File: config.mk
export PLATFORM = sky130hd
export DESIGN_NAME = cmd_parser_flat
export DESIGN_NICKNAME = d
export VERILOG_FILES = /design/src/rtl/board_pkg.sv /design/src/rtl/ft_pkg.sv /design/src/rtl/fifo_byte_if.sv /design/src/rtl/reg_bus_if.sv /design/src/rtl/cmd_parser.sv /design/src/flat_wrapper.sv
export SDC_FILE = /design/constraint.sdc
export NUM_CORES = 1
export LEC_CHECK = 0
export BUFFER_PORTS_ARGS = -buffer_cell sky130_fd_sc_hd__buf_2
export CAP_MARGIN = 30
export CORE_AREA = 4 4 61 63
export CTS_CLUSTER_DIAMETER = 50
export CTS_CLUSTER_SIZE = 28
export DETAILED_ROUTE_END_ITERATION = 10
export DIE_AREA = 0 0 65 67
export PLACE_DENSITY_LB_ADDON = 0.25
export SLEW_MARGIN = 20
export SYNTH_ARGS = -nofsm -noshare
export SYNTH_HDL_FRONTEND = slang
export SYNTH_SLANG_ARGS = --single-unit
File: constraint.sdc
create_clock -name ft_clk -period 1.7 [get_ports ft_clk]
set_input_delay 0.17 -clock ft_clk [delete_from_list [all_inputs] [get_ports ft_clk]]
set_output_delay 0.17 -clock ft_clk [all_outputs]
set_load 0.02 [all_outputs]
File: src/rtl/board_pkg.sv
package board_pkg;

    // ----------------------------------------
    // register words and map
    // ----------------------------------------
    typedef logic [31:0] reg_word_t;
    typedef logic [3:0]  reg_addr_t;

    // addresses sit in the high nibble of a header
    localparam reg_addr_t ADR_COMP_CONFIG = 4'h1;
    localparam reg_addr_t ADR_PULSE_CTRL  = 4'h2;
    localparam reg_addr_t ADR_MUX         = 4'h4;
    localparam reg_addr_t ADR_HALFSTRIPS  = 4'h5;
    localparam reg_addr_t ADR_HS_EXPECT   = 4'h6;
    localparam reg_addr_t ADR_HS_ERRCNT   = 4'h7;

    // fields as they leave the board
    typedef logic [2:0]  pktime_t;
    typedef logic [1:0]  pkmode_t;
    typedef logic [3:0]  pulse_width_t;
    typedef logic [2:0]  bx_delay_t;
    typedef logic [15:0] mux_lines_t;

    // pulse dac enable is active low, bit 5 rests high
    localparam reg_word_t PULSE_CTRL_RESET = 32'h0000_0020;

    // writable registers, as held by ctrl_regs
    typedef struct packed {
        reg_word_t comp_config;
        reg_word_t pulse_ctrl;
        reg_word_t mux;
        reg_word_t hs_expect;
    } ctrl_words_t;

    // board status after synchronization
    typedef struct packed {
        reg_word_t halfstrips;
        reg_word_t hs_errcnt;
        logic      pulser_ready;
    } status_words_t;

endpackage

File: src/rtl/ft_pkg.sv
package ft_pkg;

    // one byte on the ft245 data bus
    typedef logic [7:0] ft_byte_t;

    // command nibble of a header byte
    typedef logic [3:0] ft_cmd_t;

    localparam ft_cmd_t CMD_READ  = 4'hA;
    localparam ft_cmd_t CMD_WRITE = 4'h5;

    // header decode, write data collection, write strobe
    typedef enum logic [1:0] {
        ps_idle,
        ps_data,
        ps_commit
    } parser_state_t;

endpackage

File: src/rtl/fifo_byte_if.sv
`timescale 1ns/1ps

interface fifo_byte_if
    import ft_pkg::*;
();

    // receive side, one pulse per byte
    ft_byte_t rx_byte;
    logic     rx_valid;

    // send side, byte moves when valid and ready meet
    ft_byte_t tx_byte;
    logic     tx_valid;
    logic     tx_ready;

    // high while a read reply is still going out
    logic     reply_busy;

    modport port (
        output rx_byte, rx_valid, tx_ready,
        input  tx_byte, tx_valid, reply_busy
    );

    modport parser (
        input  rx_byte, rx_valid
    );

    modport reply (
        output tx_byte, tx_valid, reply_busy,
        input  tx_ready
    );

endinterface

File: src/rtl/reg_bus_if.sv
`timescale 1ns/1ps

interface reg_bus_if
    import board_pkg::*;
();

    // single cycle strobes from the parser
    logic      wr_stb;
    logic      rd_stb;
    reg_addr_t addr;
    reg_word_t wdata;

    modport master (output wr_stb, rd_stb, addr, wdata);

    // register file only cares about writes
    modport regs   (input wr_stb, addr, wdata);

    // reply side only cares about reads
    modport reply  (input rd_stb, addr);

endinterface

File: src/rtl/cmd_parser.sv
`timescale 1ns/1ps

module cmd_parser
    import ft_pkg::*;
    import board_pkg::*;
#(
    parameter bit NIBBLE_LSB = 1'b1
)
(
    input  logic        ft_clk,
    input  logic        _ft_reset,
    fifo_byte_if.parser bytes,
    reg_bus_if.master   bus
);

    parser_state_t state;
    logic [1:0]    byte_cnt;
    ft_cmd_t       hdr_cmd;
    reg_addr_t     hdr_addr;

    // header split, nibble order fixed by the host
    assign hdr_cmd  = NIBBLE_LSB ? bytes.rx_byte[3:0] : bytes.rx_byte[7:4];
    assign hdr_addr = NIBBLE_LSB ? bytes.rx_byte[7:4] : bytes.rx_byte[3:0];

    always_ff @(posedge ft_clk)
    begin
        if (_ft_reset)
        begin
            state      <= ps_idle;
            byte_cnt   <= '0;
            bus.rd_stb <= 1'b0;
        end
        else
        begin
            bus.rd_stb <= 1'b0;
            case (state)
                // four data bytes, lsb first
                ps_data:
                begin
                    if (bytes.rx_valid)
                    begin
                        byte_cnt <= byte_cnt + 2'd1;
                        if (byte_cnt == 2'd3)
                            state <= ps_commit;
                    end
                end
                // idle and commit both take a new header
                default:
                begin
                    state <= ps_idle;
                    if (bytes.rx_valid && hdr_cmd == CMD_READ)
                        bus.rd_stb <= 1'b1;
                    else if (bytes.rx_valid && hdr_cmd == CMD_WRITE)
                    begin
                        byte_cnt <= '0;
                        state    <= ps_data;
                    end
                    // anything else is dropped here
                end
            endcase
        end
    end

    // address and write word
    always_ff @(posedge ft_clk)
    begin
        if (bytes.rx_valid && state != ps_data)
            bus.addr <= hdr_addr;
        if (bytes.rx_valid && state == ps_data)
            bus.wdata <= {bytes.rx_byte, bus.wdata[31:8]};
    end

    // one cycle after the last data byte
    assign bus.wr_stb = (state == ps_commit);

endmodule

File: src/flat_wrapper.sv
// flat-port wrapper written by rule: the top's interface ports become plain ports
module cmd_parser_flat import ft_pkg::*; import board_pkg::*;
#(
    parameter bit NIBBLE_LSB = 1'b1
)
  (ft_clk, _ft_reset, bytes_rx_byte, bytes_rx_valid, bus_wr_stb, bus_rd_stb, bus_addr, bus_wdata);
  fifo_byte_if bytes_i ();
  reg_bus_if bus_i ();
  input  logic ft_clk;
  input  logic _ft_reset;
  input wire logic [$bits(bytes_i.rx_byte)-1:0] bytes_rx_byte;
  input wire logic [$bits(bytes_i.rx_valid)-1:0] bytes_rx_valid;
  output wire logic [$bits(bus_i.wr_stb)-1:0] bus_wr_stb;
  output wire logic [$bits(bus_i.rd_stb)-1:0] bus_rd_stb;
  output wire logic [$bits(bus_i.addr)-1:0] bus_addr;
  output wire logic [$bits(bus_i.wdata)-1:0] bus_wdata;
  assign bytes_i.rx_byte = bytes_rx_byte;
  assign bytes_i.rx_valid = bytes_rx_valid;
  assign bus_wr_stb = bus_i.wr_stb;
  assign bus_rd_stb = bus_i.rd_stb;
  assign bus_addr = bus_i.addr;
  assign bus_wdata = bus_i.wdata;
  cmd_parser #(.NIBBLE_LSB(NIBBLE_LSB)) u_core (.ft_clk(ft_clk), ._ft_reset(_ft_reset), .bytes(bytes_i), .bus(bus_i));
endmodule
==> metrics.cfg, run 1 <==
[finish]
layout-drive-gt1-share_pct=47.5
finalInstanceArea_um2=1750
area_growth_pct=33.0
multi_input_area_um2=131
final_common_cell=buf_2
seq_area_um2=1180
n_fill_cell=272
final_cell_mix=buf_2 (48), edfxtp_1 (36), clkbuf_4 (5), dfxtp_1 (5), dlygate4sd3_1 (4)
nets=133
antennaDiodeCount=0

[critical_path]
crit_chain=nand3b_1 > inv_1 > buf_12
crit_family=flip-flops
critPathArrivalTime_ps=1180
rr_endpoint=u_core.bus.wdata[0]
cpPeakStageDelay_ps=330
crit_path_max_fanout=36
r2r_start=u_core.state[1]
ff2ff_path_depth=3
crit_path_top_delay_cell=dfxtp_1
path_buf_inv=2
path_class=reg -> reg
crit_path_end_kind=flip-flop
worst-endpoint-required_ps=1730
start_kind=flip-flop
reg2reg_slack_ps=550

[clock_tree]
cts.clk_slew.worst_paths_ps=110
cts_root_buf=clkbuf_4
clock-sinks=41
clockBufferDepth=2
post_cts_resized=0
clock_latency_ps=340
cts_setup_buffers=0
ctsHoldBuffers=2
htree_levels=2
cts_made_buffers=5
cts_tree=done

[synthesis]
synthDistinctLibCells=16
netlist_instances=61
synth_seq_cells=41
synth.yosys.seq_area_share_pct=89.7
avgSynthCellArea_um2=21.6
syn_nets=73
synth_warnings=0
syn_area_um2=1320

[pwr]
max-vdd-ir-drop_v=0.000321
total_leakage_power_uw=0.000678
cellPowerDensity_nw_per_um2=1000

[routing]
wl_met2_um=1060
highest_layer=met4
drc_errors=0
wl_per_cell_um=12.6
routed_wl_um=2110
drt_first_pass_iters=4
wl_met3_um=209
detail_route.vias_per_cell=4.50
drt_iter0_drc=48
vias=756
wl_met1_um=799
postRouteAntennaNets=0

[placed_design]
io_buffer_count=48
place_congestion=0.753
place_area_um2=1630
dpl.hpwl_um=1530

[global_routing]
grt.overflow.total=0
grt_max_degree=37
grt_pass1_vias=709
grt_pass1_wl_um=3260
antenna_found_initial=0
track_usage_pct=10.6

[timing]
fin_skew_ps=11.9
drv_slew=0
fmax_mhz=870
slew_headroom_pct=79.3
setup_viol=0
fin_crit_ps=1150
min_period_over_period_pct=67.6
grt_setup_unrepaired=false
setup_tns_ps=0
worst_pin_slew_ps=306
hold_viol_final=0

[min_path]
holdPathEnd=u_core.bus.wdata[27]
hp-class=in -> reg
hold_start=bytes_rx_byte[3]
hold_path_depth=1

[floorplanning]
die_y_um=67
die_area_um2=4360
io_pins=49
core_um2=3230
num_rows=21
initial_core_util_pct=40.7
die_x_um=65

[run]
max-cap-violations=0

[status]
status=finished, final reports clean

[Yosys cell counts (all sizes together)]
cell type,number,area [um^2]
edfxtp,36,1080
dfxtp,5,100
nand2,3,11.3
nand2b,3,18.8
a21oi,2,10.0
o311ai,2,17.5
a221oi,1,15.0
and2,1,7.51
and3,1,6.26
ha,1,12.5
inv,1,3.75
nand3b,1,7.51
nor2,1,3.75
nor2b,1,6.26
nor4b,1,8.76
or3,1,6.26
[worst reg2reg max path: cells and delay by family, from the launching register on]
family | cells | cell delay, ps
buffers and inverters | 2 | 320
flip-flops | 1 | 330
AND/OR/NAND/NOR | 1 | 180
[where the power goes]
part / total [uW] / internal (uW) / switching (uW)
Combinational: 63.4 / 26.4 / 37.0
Clock: 589 / 308 / 281
Sequential: 1100 / 1100 / 3.91
[metrics by stage]
stage / setup WS (ps) / hold slack [ps] / std cells / util, % / power (uW)
floorplan: 131 / 236 / 61 / - / 1150
global placement: 603 / 366 / 156 / 50.6 / 1180
detailed placement: 574 / 361 / 156 / 50.6 / 1180
CTS: 526 / 3.30 / 166 / 53.5 / 1780
global route: 459 / 15.9 / 168 / 54.2 / 1830
finish: 551 / 34.9 / 168 / 54.2 / 1760
[how the worst max path moves through the flow]
stage	startpoint	end	slack (ps)	cells after the start
floorplan	u_core.state[1]	u_core.bus.wdata[0]	130	2
global placement	u_core.state[1]	u_core.bus.wdata[5]	600	3
detailed placement	u_core.state[1]	u_core.bus.wdata[5]	570	3
CTS	u_core.state[1]	bus_wr_stb	530	2
global route	u_core.state[1]	bus_wr_stb	460	2
finish	u_core.state[1]	u_core.bus.wdata[0]	550	3
[state kept, by name, summed over array words and instances (netlist names)]
signal	flops
u_core.byte_cnt	2
u_core.state	2
u_core.bus.rd_stb	1
u_core.bus.wdata	32
u_core.bus.addr	4
[cells by family (layout without fill, tap and decap cells)]
| group | Yosys count | count (layout) | synth area share (%) |
|---|---|---|---|
| compound gates | 5 | 5 | 3.23 |
| fa+ha+maj | 1 | 1 | 0.950 |
| buf+inv | 1 | 62 | 0.285 |
| flops | 41 | 41 | 89.7 |
| simple gates | 13 | 13 | 5.80 |
[area by class of cell]
cell class	instances	share of cell area, %
clock buffers	6	2.36
multi-input cells	19	7.51
flip-flops and latches	41	67.5
clock inverters	2	2.00
well taps	46	3.29
inverters	1	0.214
repair buffers	53	17.2
[metal layers]
metal / track usage [%] / up-vias
met5: 0 / -
met4: 6.07 / 0
met3: 6.41 / 6
met2: 16.1 / 31
met1: 11.2 / 361
li1: - / 358
Note: power is estimated with default switching activity, not from simulation.
==> run 2: changes to the inputs <==
ABC_AREA = 1   (was default)
CORE_AREA = 4 4 59 61   (was 4 4 61 63)
DIE_AREA = 0 0 63 65   (was 0 0 65 67)
clock period = 1.1 ns   (was 1.7 ns; I/O delays follow)
==> metrics.cfg, run 2 <==
[finish]
final_common_cell=buf_2
post-route-util_pct=63.2  ; +9.1 points
largestRegisters=u_core.bus.wdata (32), u_core.bus.addr (4)
n_fill_cell=221  ; -19%
final_cell_mix=buf_2 (47), edfxtp_1 (36), dlygate4sd3_1 (9), inv_1 (8), nand2_1 (7)
area_growth_pct=38.8
largest_register=u_core.bus.wdata
layout-drive-gt1-share_pct=47.3  ; -0.24 points
largest_register_ffs=32  ; unchanged
nets=159  ; +20%
antennaDiodeCount=0  ; unchanged
finalNonFillerCells=181  ; +7.7%

[synthesis]
avgSynthCellArea_um2=17.4  ; -19%
synthSimpleGateAreaFrac_pct=7.66  ; +1.9 points
synth_seq_cells=41  ; unchanged
synthDistinctLibCells=16  ; unchanged
synth_warnings=0  ; unchanged
syn_nets=90  ; +23%
synthMuxAreaShare_pct=0  ; unchanged
synth_area_leader_cell=edfxtp_1
synth_xor_area_share_pct=0  ; unchanged
syn_area_um2=1360  ; +3.0%
yosys.area_share.adder_pct=0.923  ; -0.028 points
synth_top_area_share_pct=79.7  ; -2.4 points
synth_flop_cell=edfxtp_1
synth_top_family_by_area=simple AND/OR/NAND/NOR gates
synth_edf_count=36  ; unchanged
netlist_instances=78  ; +28%
synth.most_common_cell=edfxtp_1
async_flop_share_pct=0  ; unchanged
synth_compound_area_share_pct=1.57  ; -1.7 points
synth.yosys.seq_area_share_pct=87.1  ; -2.6 points
ys_top_cells_by_area=edfxtp_1 (80%), dfxtp_1 (7.4%), inv_1 (2.5%)
ys_top_cells_by_count=edfxtp_1 (36), inv_1 (9), nand2_1 (7), nor2_1 (7), dfxtp_1 (5)

[critical_path]
start_kind=flip-flop
path_class=reg -> reg
crit_path_max_fanout=8  ; -78%
crit_path_end_kind=flip-flop
worst-endpoint-required_ps=1160  ; -570 ps
critPathArrivalTime_ps=1200  ; +20 ps

[global_routing]
grt_pass1_wl_um=3510  ; +7.9%
grt_max_degree=33  ; -11%
grt_pass1_vias=806  ; +14%
track_usage_pct=11.5  ; +0.89 points
grt.overflow.total=0  ; unchanged
antenna_found_initial=0  ; unchanged

[pwr]
power_frac_comb_pct=5.2  ; +1.6 points
sw_frac_of_total_pct=20.8  ; +2.5 points
cellPowerDensity_nw_per_um2=1340  ; +34%
power.switching_uw=527  ; +64%
p_int_uw=2000  ; +40%
p_seq_share_pct=67.5  ; +4.7 points
clkPwrFrac_pct=27.3  ; -6.3 points
max-vdd-ir-drop_v=0.000749  ; +130%
total_leakage_power_uw=0.000764  ; +13%

[clock_tree]
htree_levels=2  ; unchanged
clock-sinks=41  ; unchanged
clockBufferDepth=2  ; unchanged
cts_made_buffers=5  ; unchanged
cts_tree=done
cts.clk_slew.worst_paths_ps=110  ; about the same
cts_root_buf=clkbuf_4
clock_latency_ps=340  ; about the same
cts_setup_buffers=0  ; unchanged

[floorplanning]
die_x_um=63  ; -3.1%
core_um2=2980  ; -7.9%
die_y_um=65  ; -3.0%
io_pins=49  ; unchanged
die_area_um2=4100  ; -6.0%
initial_core_util_pct=45.5  ; +4.8 points
num_rows=20  ; -4.8%

[placed_design]
dp_slack_ps=-15.1  ; -589 ps
io_buffer_count=48  ; unchanged
dp_cells=162  ; +3.8%
place_congestion=0.701  ; -6.9%
dpl.hpwl_um=1550  ; +1.2%

[run]
max-cap-violations=0  ; unchanged

[timing]
worst_pin_slew_ps=318  ; +11.7 ps
fin_skew_ps=8.86  ; -3.08 ps
grt_setup_unrepaired=true
fin_crit_ps=1140  ; -9.26 ps
setup_viol=33  ; +33
setup_tns_ps=-995  ; -995 ps
drv_slew=0  ; unchanged
fmax_mhz=877  ; +0.81%
hold_viol_final=0  ; unchanged
min_period_over_period_pct=104  ; +36 points
fin_ws_ps=-39.8  ; -591 ps
slew_headroom_pct=78.7  ; -0.60 points
hold_ws_ps=70.9  ; +36.1 ps

[routing]
drc_errors=0  ; unchanged
detail_route.vias_per_cell=4.65  ; +3.3%
wl_per_cell_um=12.4  ; -1.2%
drt_iter0_drc=16  ; -67%
drt_first_pass_iters=4  ; unchanged
vias=841  ; +11%
routed_wl_um=2240  ; +6.4%
postRouteAntennaNets=0  ; unchanged

[status]
status=finished with violations
violations=negative setup slack

[min_path]
hp-class=in -> reg

run 2: path summary, 6_finish.rpt:
| path | endpoint | slack, ps | startpoint | depth (start not counted) |
|---|---|---|---|---|
| setup reg to reg | u_core.bus.wdata[18] | -40 | u_core.state[0] | 5 |
| setup / recovery | u_core.bus.wdata[18] | -40 | u_core.state[0] | 5 |
| hold reg to reg | u_core.bus.wdata[2] | 450 | u_core.bus.wdata[10] | 0 |
| hold / removal | u_core.bus.rd_stb | 70 | bytes_rx_valid | 3 |
run 2: layer usage:
| metal | global-route usage (%) | part of all wire [%] |
|---|---|---|
| met4 | 7.99 | 3.2 |
| met2 | 20.3 | 53 |
| met3 | 3.81 | 6.5 |
| met1 | 11.2 | 37 |
| met5 | 0 | 0 |
run 2: cell type report:
cell class                 count  area [um^2]  share of cell area, %
inverter                      10         41.3                   2.19
timing repair buffer          62          412                   21.9
multi-input combinational     27          150                   7.97
sequential                    41         1180                   62.9
clock inverter                 3         17.5                  0.930
tap                           33         41.3                   2.19
clock buffer                   5         37.5                   1.99
run 2: stage by stage:
| stage | instance area, um^2 | total power, uW |
|---|---|---|
| final | 1880 | 2530 |
| after global routing | 1880 | 2660 |
| after CTS | 1840 | 2560 |
| after global placement | 1680 | 1840 |
| after floorplan | 1370 | 1790 |
| after detailed placement | 1680 | 1850 |
run 2: power by group through the flow:
| stage | sequential, uW | combinational (uW) | clock, uW |
|---|---|---|---|
| 6_report | 1710 | 133 | 690 |
| 2_1_floorplan | 1760 | 30.1 | 0 |
| 3_5_place_dp | 1740 | 105 | 0 |
| 4_1_cts | 1710 | 130 | 719 |
| 5_1_grt | 1710 | 146 | 808 |
| 3_3_place_gp | 1740 | 101 | 0 |
run 2: cell families (layout without fill, tap and decap cells):
kind of cell / count (synthesis) / after routing
flip-flops: 41 / 41
adder cells (fa/ha/maj): 1 / 1
AND/OR/NAND/NOR: 22 / 22
buffers and inverters: 10 / 80
AO/OA/AOI/OAI: 4 / 4
run 2: critical path: stages (launching register included):
cell and delay (ps):
dfxtp_2 360, inv_2 40, nor2_4 110, nand2_4 70
clkinvlp_4 130, clkbuf_16 170
run 2: repair_timing:
action | CTS | global route
cloned | 0 | 2
pin swaps | 1 | 1
endpoints found under the hold margin | 15 | 0
endpoints found under the setup margin | 33 | 37
hold buffers | 9 | 0
gates resized for setup | 3 | 2
==> run 3: changes to the inputs <==
REMOVE_ABC_BUFFERS = 1   (was default)
==> metrics.cfg, run 3 (synthesis results as in run 2) <==
[global_routing]
grt.overflow.total=0  ; unchanged
track_usage_pct=12.7  ; +1.2 points
antenna_found_initial=0  ; unchanged
grt_max_degree=17  ; -48%
grt_pass1_vias=836  ; +3.7%
grt_pass1_wl_um=3860  ; +10%

[pwr]
totalPowerFinal_uw=2540  ; +0.50%
power_frac_comb_pct=5.5  ; +0.3 points
p_seq_share_pct=67.2  ; -0.3 points
sw_frac_of_total_pct=21.0  ; +0.19 points
p_int_uw=2010  ; +0.26%
total_leakage_power_uw=0.000788  ; +3.0%
cellPowerDensity_nw_per_um2=1310  ; -2.4%
power.switching_uw=534  ; +1.4%
max-vdd-ir-drop_v=0.000972  ; +30%
clkPwrFrac_pct=27.4  ; about the same

[critical_path]
worst-endpoint-required_ps=1160  ; about the same
start_kind=flip-flop
path_class=reg -> reg
ff2ff_path_depth=5  ; unchanged
rr_endpoint=u_core.bus.wdata[27]
crit_chain=inv_2 > nor2_4 > nand2_2 > clkinv_4 > clkbuf_16
startpoint=u_core.state[0]
crit_path_end_kind=flip-flop
r2r_start=u_core.state[0]
critPathArrivalTime_ps=1150  ; -50 ps
crit_path_max_fanout=8  ; unchanged
reg2reg_slack_ps=6  ; +50 ps
cpPeakStageDelay_ps=360  ; about the same
crit_path_top_delay_cell=dfxtp_2

[min_path]
hp-class=in -> reg
holdPathEnd=u_core.bus.rd_stb
hold_path_depth=3  ; unchanged
hold_start=bytes_rx_valid

[finish]
largest_register_ffs=32  ; unchanged
layout-drive-gt1-share_pct=49.7  ; +2.4 points
area_growth_pct=42.9
finalNonFillerCells=184  ; +1.7%
nets=162  ; +1.9%
final_cell_mix=buf_2 (47), edfxtp_1 (36), dlygate4sd3_1 (9), inv_1 (7), nand2_1 (7)
largest_register=u_core.bus.wdata
largestRegisters=u_core.bus.wdata (32), u_core.bus.addr (4)
final_common_cell=buf_2
antennaDiodeCount=0  ; unchanged

[floorplanning]
die_area_um2=4100  ; unchanged
die_x_um=63  ; unchanged
num_rows=20  ; unchanged
initial_core_util_pct=45.5  ; unchanged
io_pins=49  ; unchanged
core_um2=2980  ; unchanged
die_y_um=65  ; unchanged

[timing]
fmax_mhz=914  ; +4.2%
fin_ws_ps=5.68  ; +45.5 ps
slew_headroom_pct=84.3  ; +5.6 points
worst_pin_slew_ps=233  ; -84.6 ps
hold_ws_ps=53.6  ; -17.3 ps
fin_crit_ps=1090  ; -45.5 ps
setup_viol=0  ; -100%
fin_skew_ps=10.1  ; +1.23 ps
min_period_over_period_pct=99.5  ; -4.1 points
grt_setup_unrepaired=true
drv_slew=0  ; unchanged
hold_viol_final=0  ; unchanged

[clock_tree]
cts.clk_slew.worst_paths_ps=110  ; about the same
cts_tree=done
clockBufferDepth=2  ; unchanged
htree_levels=2  ; unchanged
clock-sinks=41  ; unchanged
clock_latency_ps=340  ; about the same
cts_made_buffers=5  ; unchanged
cts_root_buf=clkbuf_4

[routing]
drt_first_pass_iters=4  ; unchanged
vias=868  ; +3.2%
wl_per_cell_um=12.6  ; +1.5%
postRouteAntennaNets=0  ; unchanged
detail_route.vias_per_cell=4.72  ; +1.5%
drt_iter0_drc=16  ; unchanged
routed_wl_um=2320  ; +3.2%
drc_errors=0  ; unchanged

[placed_design]
dp_slack_ps=-27.8  ; -12.7 ps
place_congestion=0.757  ; +8.0%
dpl.hpwl_um=1580  ; +1.5%
dp_cells=163  ; +0.62%
io_buffer_count=48  ; unchanged

[status]
status=finished, final reports clean

[run]
max-cap-violations=0  ; unchanged

==> run 3: cell count changes in the layout (fill, tap and decap cells not counted) <==
| cell | previous run | this run |
|---|---|---|
| buf_16 | 0 | 1 |
| clkbuf_16 | 1 | 2 |
| clkinv_4 | 0 | 1 |
| inv_2 | 1 | 2 |
| clkinvlp_4 | 2 | 1 |
| inv_1 | 8 | 7 |
| buf_6 | 3 | 2 |
| buf_4 | 1 | 3 |
| nor2_1 | 6 | 5 |
| nand2_4 | 1 | 0 |
| nor2_2 | 1 | 2 |
| nand2_2 | 1 | 2 |
==> run 3: metrics by stage <==
stage / utilization [%] / cell area [um^2] / TNS, ps
after floorplan: - / 1360 / -15690
after global placement: 56.4 / 1680 / 0
after detailed placement: 56.4 / 1680 / -935
after CTS: 62.8 / 1870 / -17.8
after global routing: 65.1 / 1940 / -876
final: 65.1 / 1940 / 0
==> run 3: metal layers <==
| layer | global-route usage (%) | part of all wire [%] | vias to the layer above |
|---|---|---|---|
| met3 | 4.33 | 7.2 | 5 |
| li1 | - | - | 421 |
| met4 | 7.44 | 2.2 | 0 |
| met5 | 0 | 0 | - |
| met2 | 21.1 | 53 | 35 |
| met1 | 14.1 | 38 | 407 |
==> run 3: power groups by stage <==
stage | logic [uW] | clock network [uW] | registers, uW
after floorplan | 29.2 | 0 | 1760
after global placement | 101 | 0 | 1740
after detailed placement | 104 | 0 | 1740
after CTS | 134 | 724 | 1710
after global routing | 152 | 794 | 1710
final | 139 | 696 | 1710
==> run 3: critical path: cells and delay by family (launching register included) <==
| family | cells | cell delay, ps |
|---|---|---|
| simple gates | 2 | 160 |
| flops | 1 | 360 |
| buf+inv | 3 | 300 |
==> run 3: cell type report <==
cell class                      instances  area (um^2)
Timing Repair Buffer                   65          468
Multi-Input combinational cell         27          148
Inverter                               10         42.5
Clock inverter                          3         17.5
Sequential cell                        41         1180
Fill cell                             220         1040
Tap cell                               33         41.3
Clock buffer                            5         37.5
==> run 3: how the worst max path moves through the flow <==
stage	endpoint	slack, ps	depth (start not counted)
2_1_floorplan	u_core.bus.wdata[0]	-490	4
3_3_place_gp	u_core.bus.wdata[1]	6	5
3_5_place_dp	u_core.bus.wdata[0]	-30	5
4_1_cts	bus_wr_stb	-20	3
5_1_grt	u_core.bus.wdata[27]	-50	5
6_report	u_core.bus.wdata[27]	6	5
==> run 3: repair_timing <==
action / in CTS / in global routing
endpoints found under the hold margin: 15 / 0
setup buffers: 0 / 1
pin swaps: 1 / 0
setup endpoints to repair: 37 / 34
resized for setup: 9 / 5
gates cloned: 1 / 2
hold buffers: 9 / 0
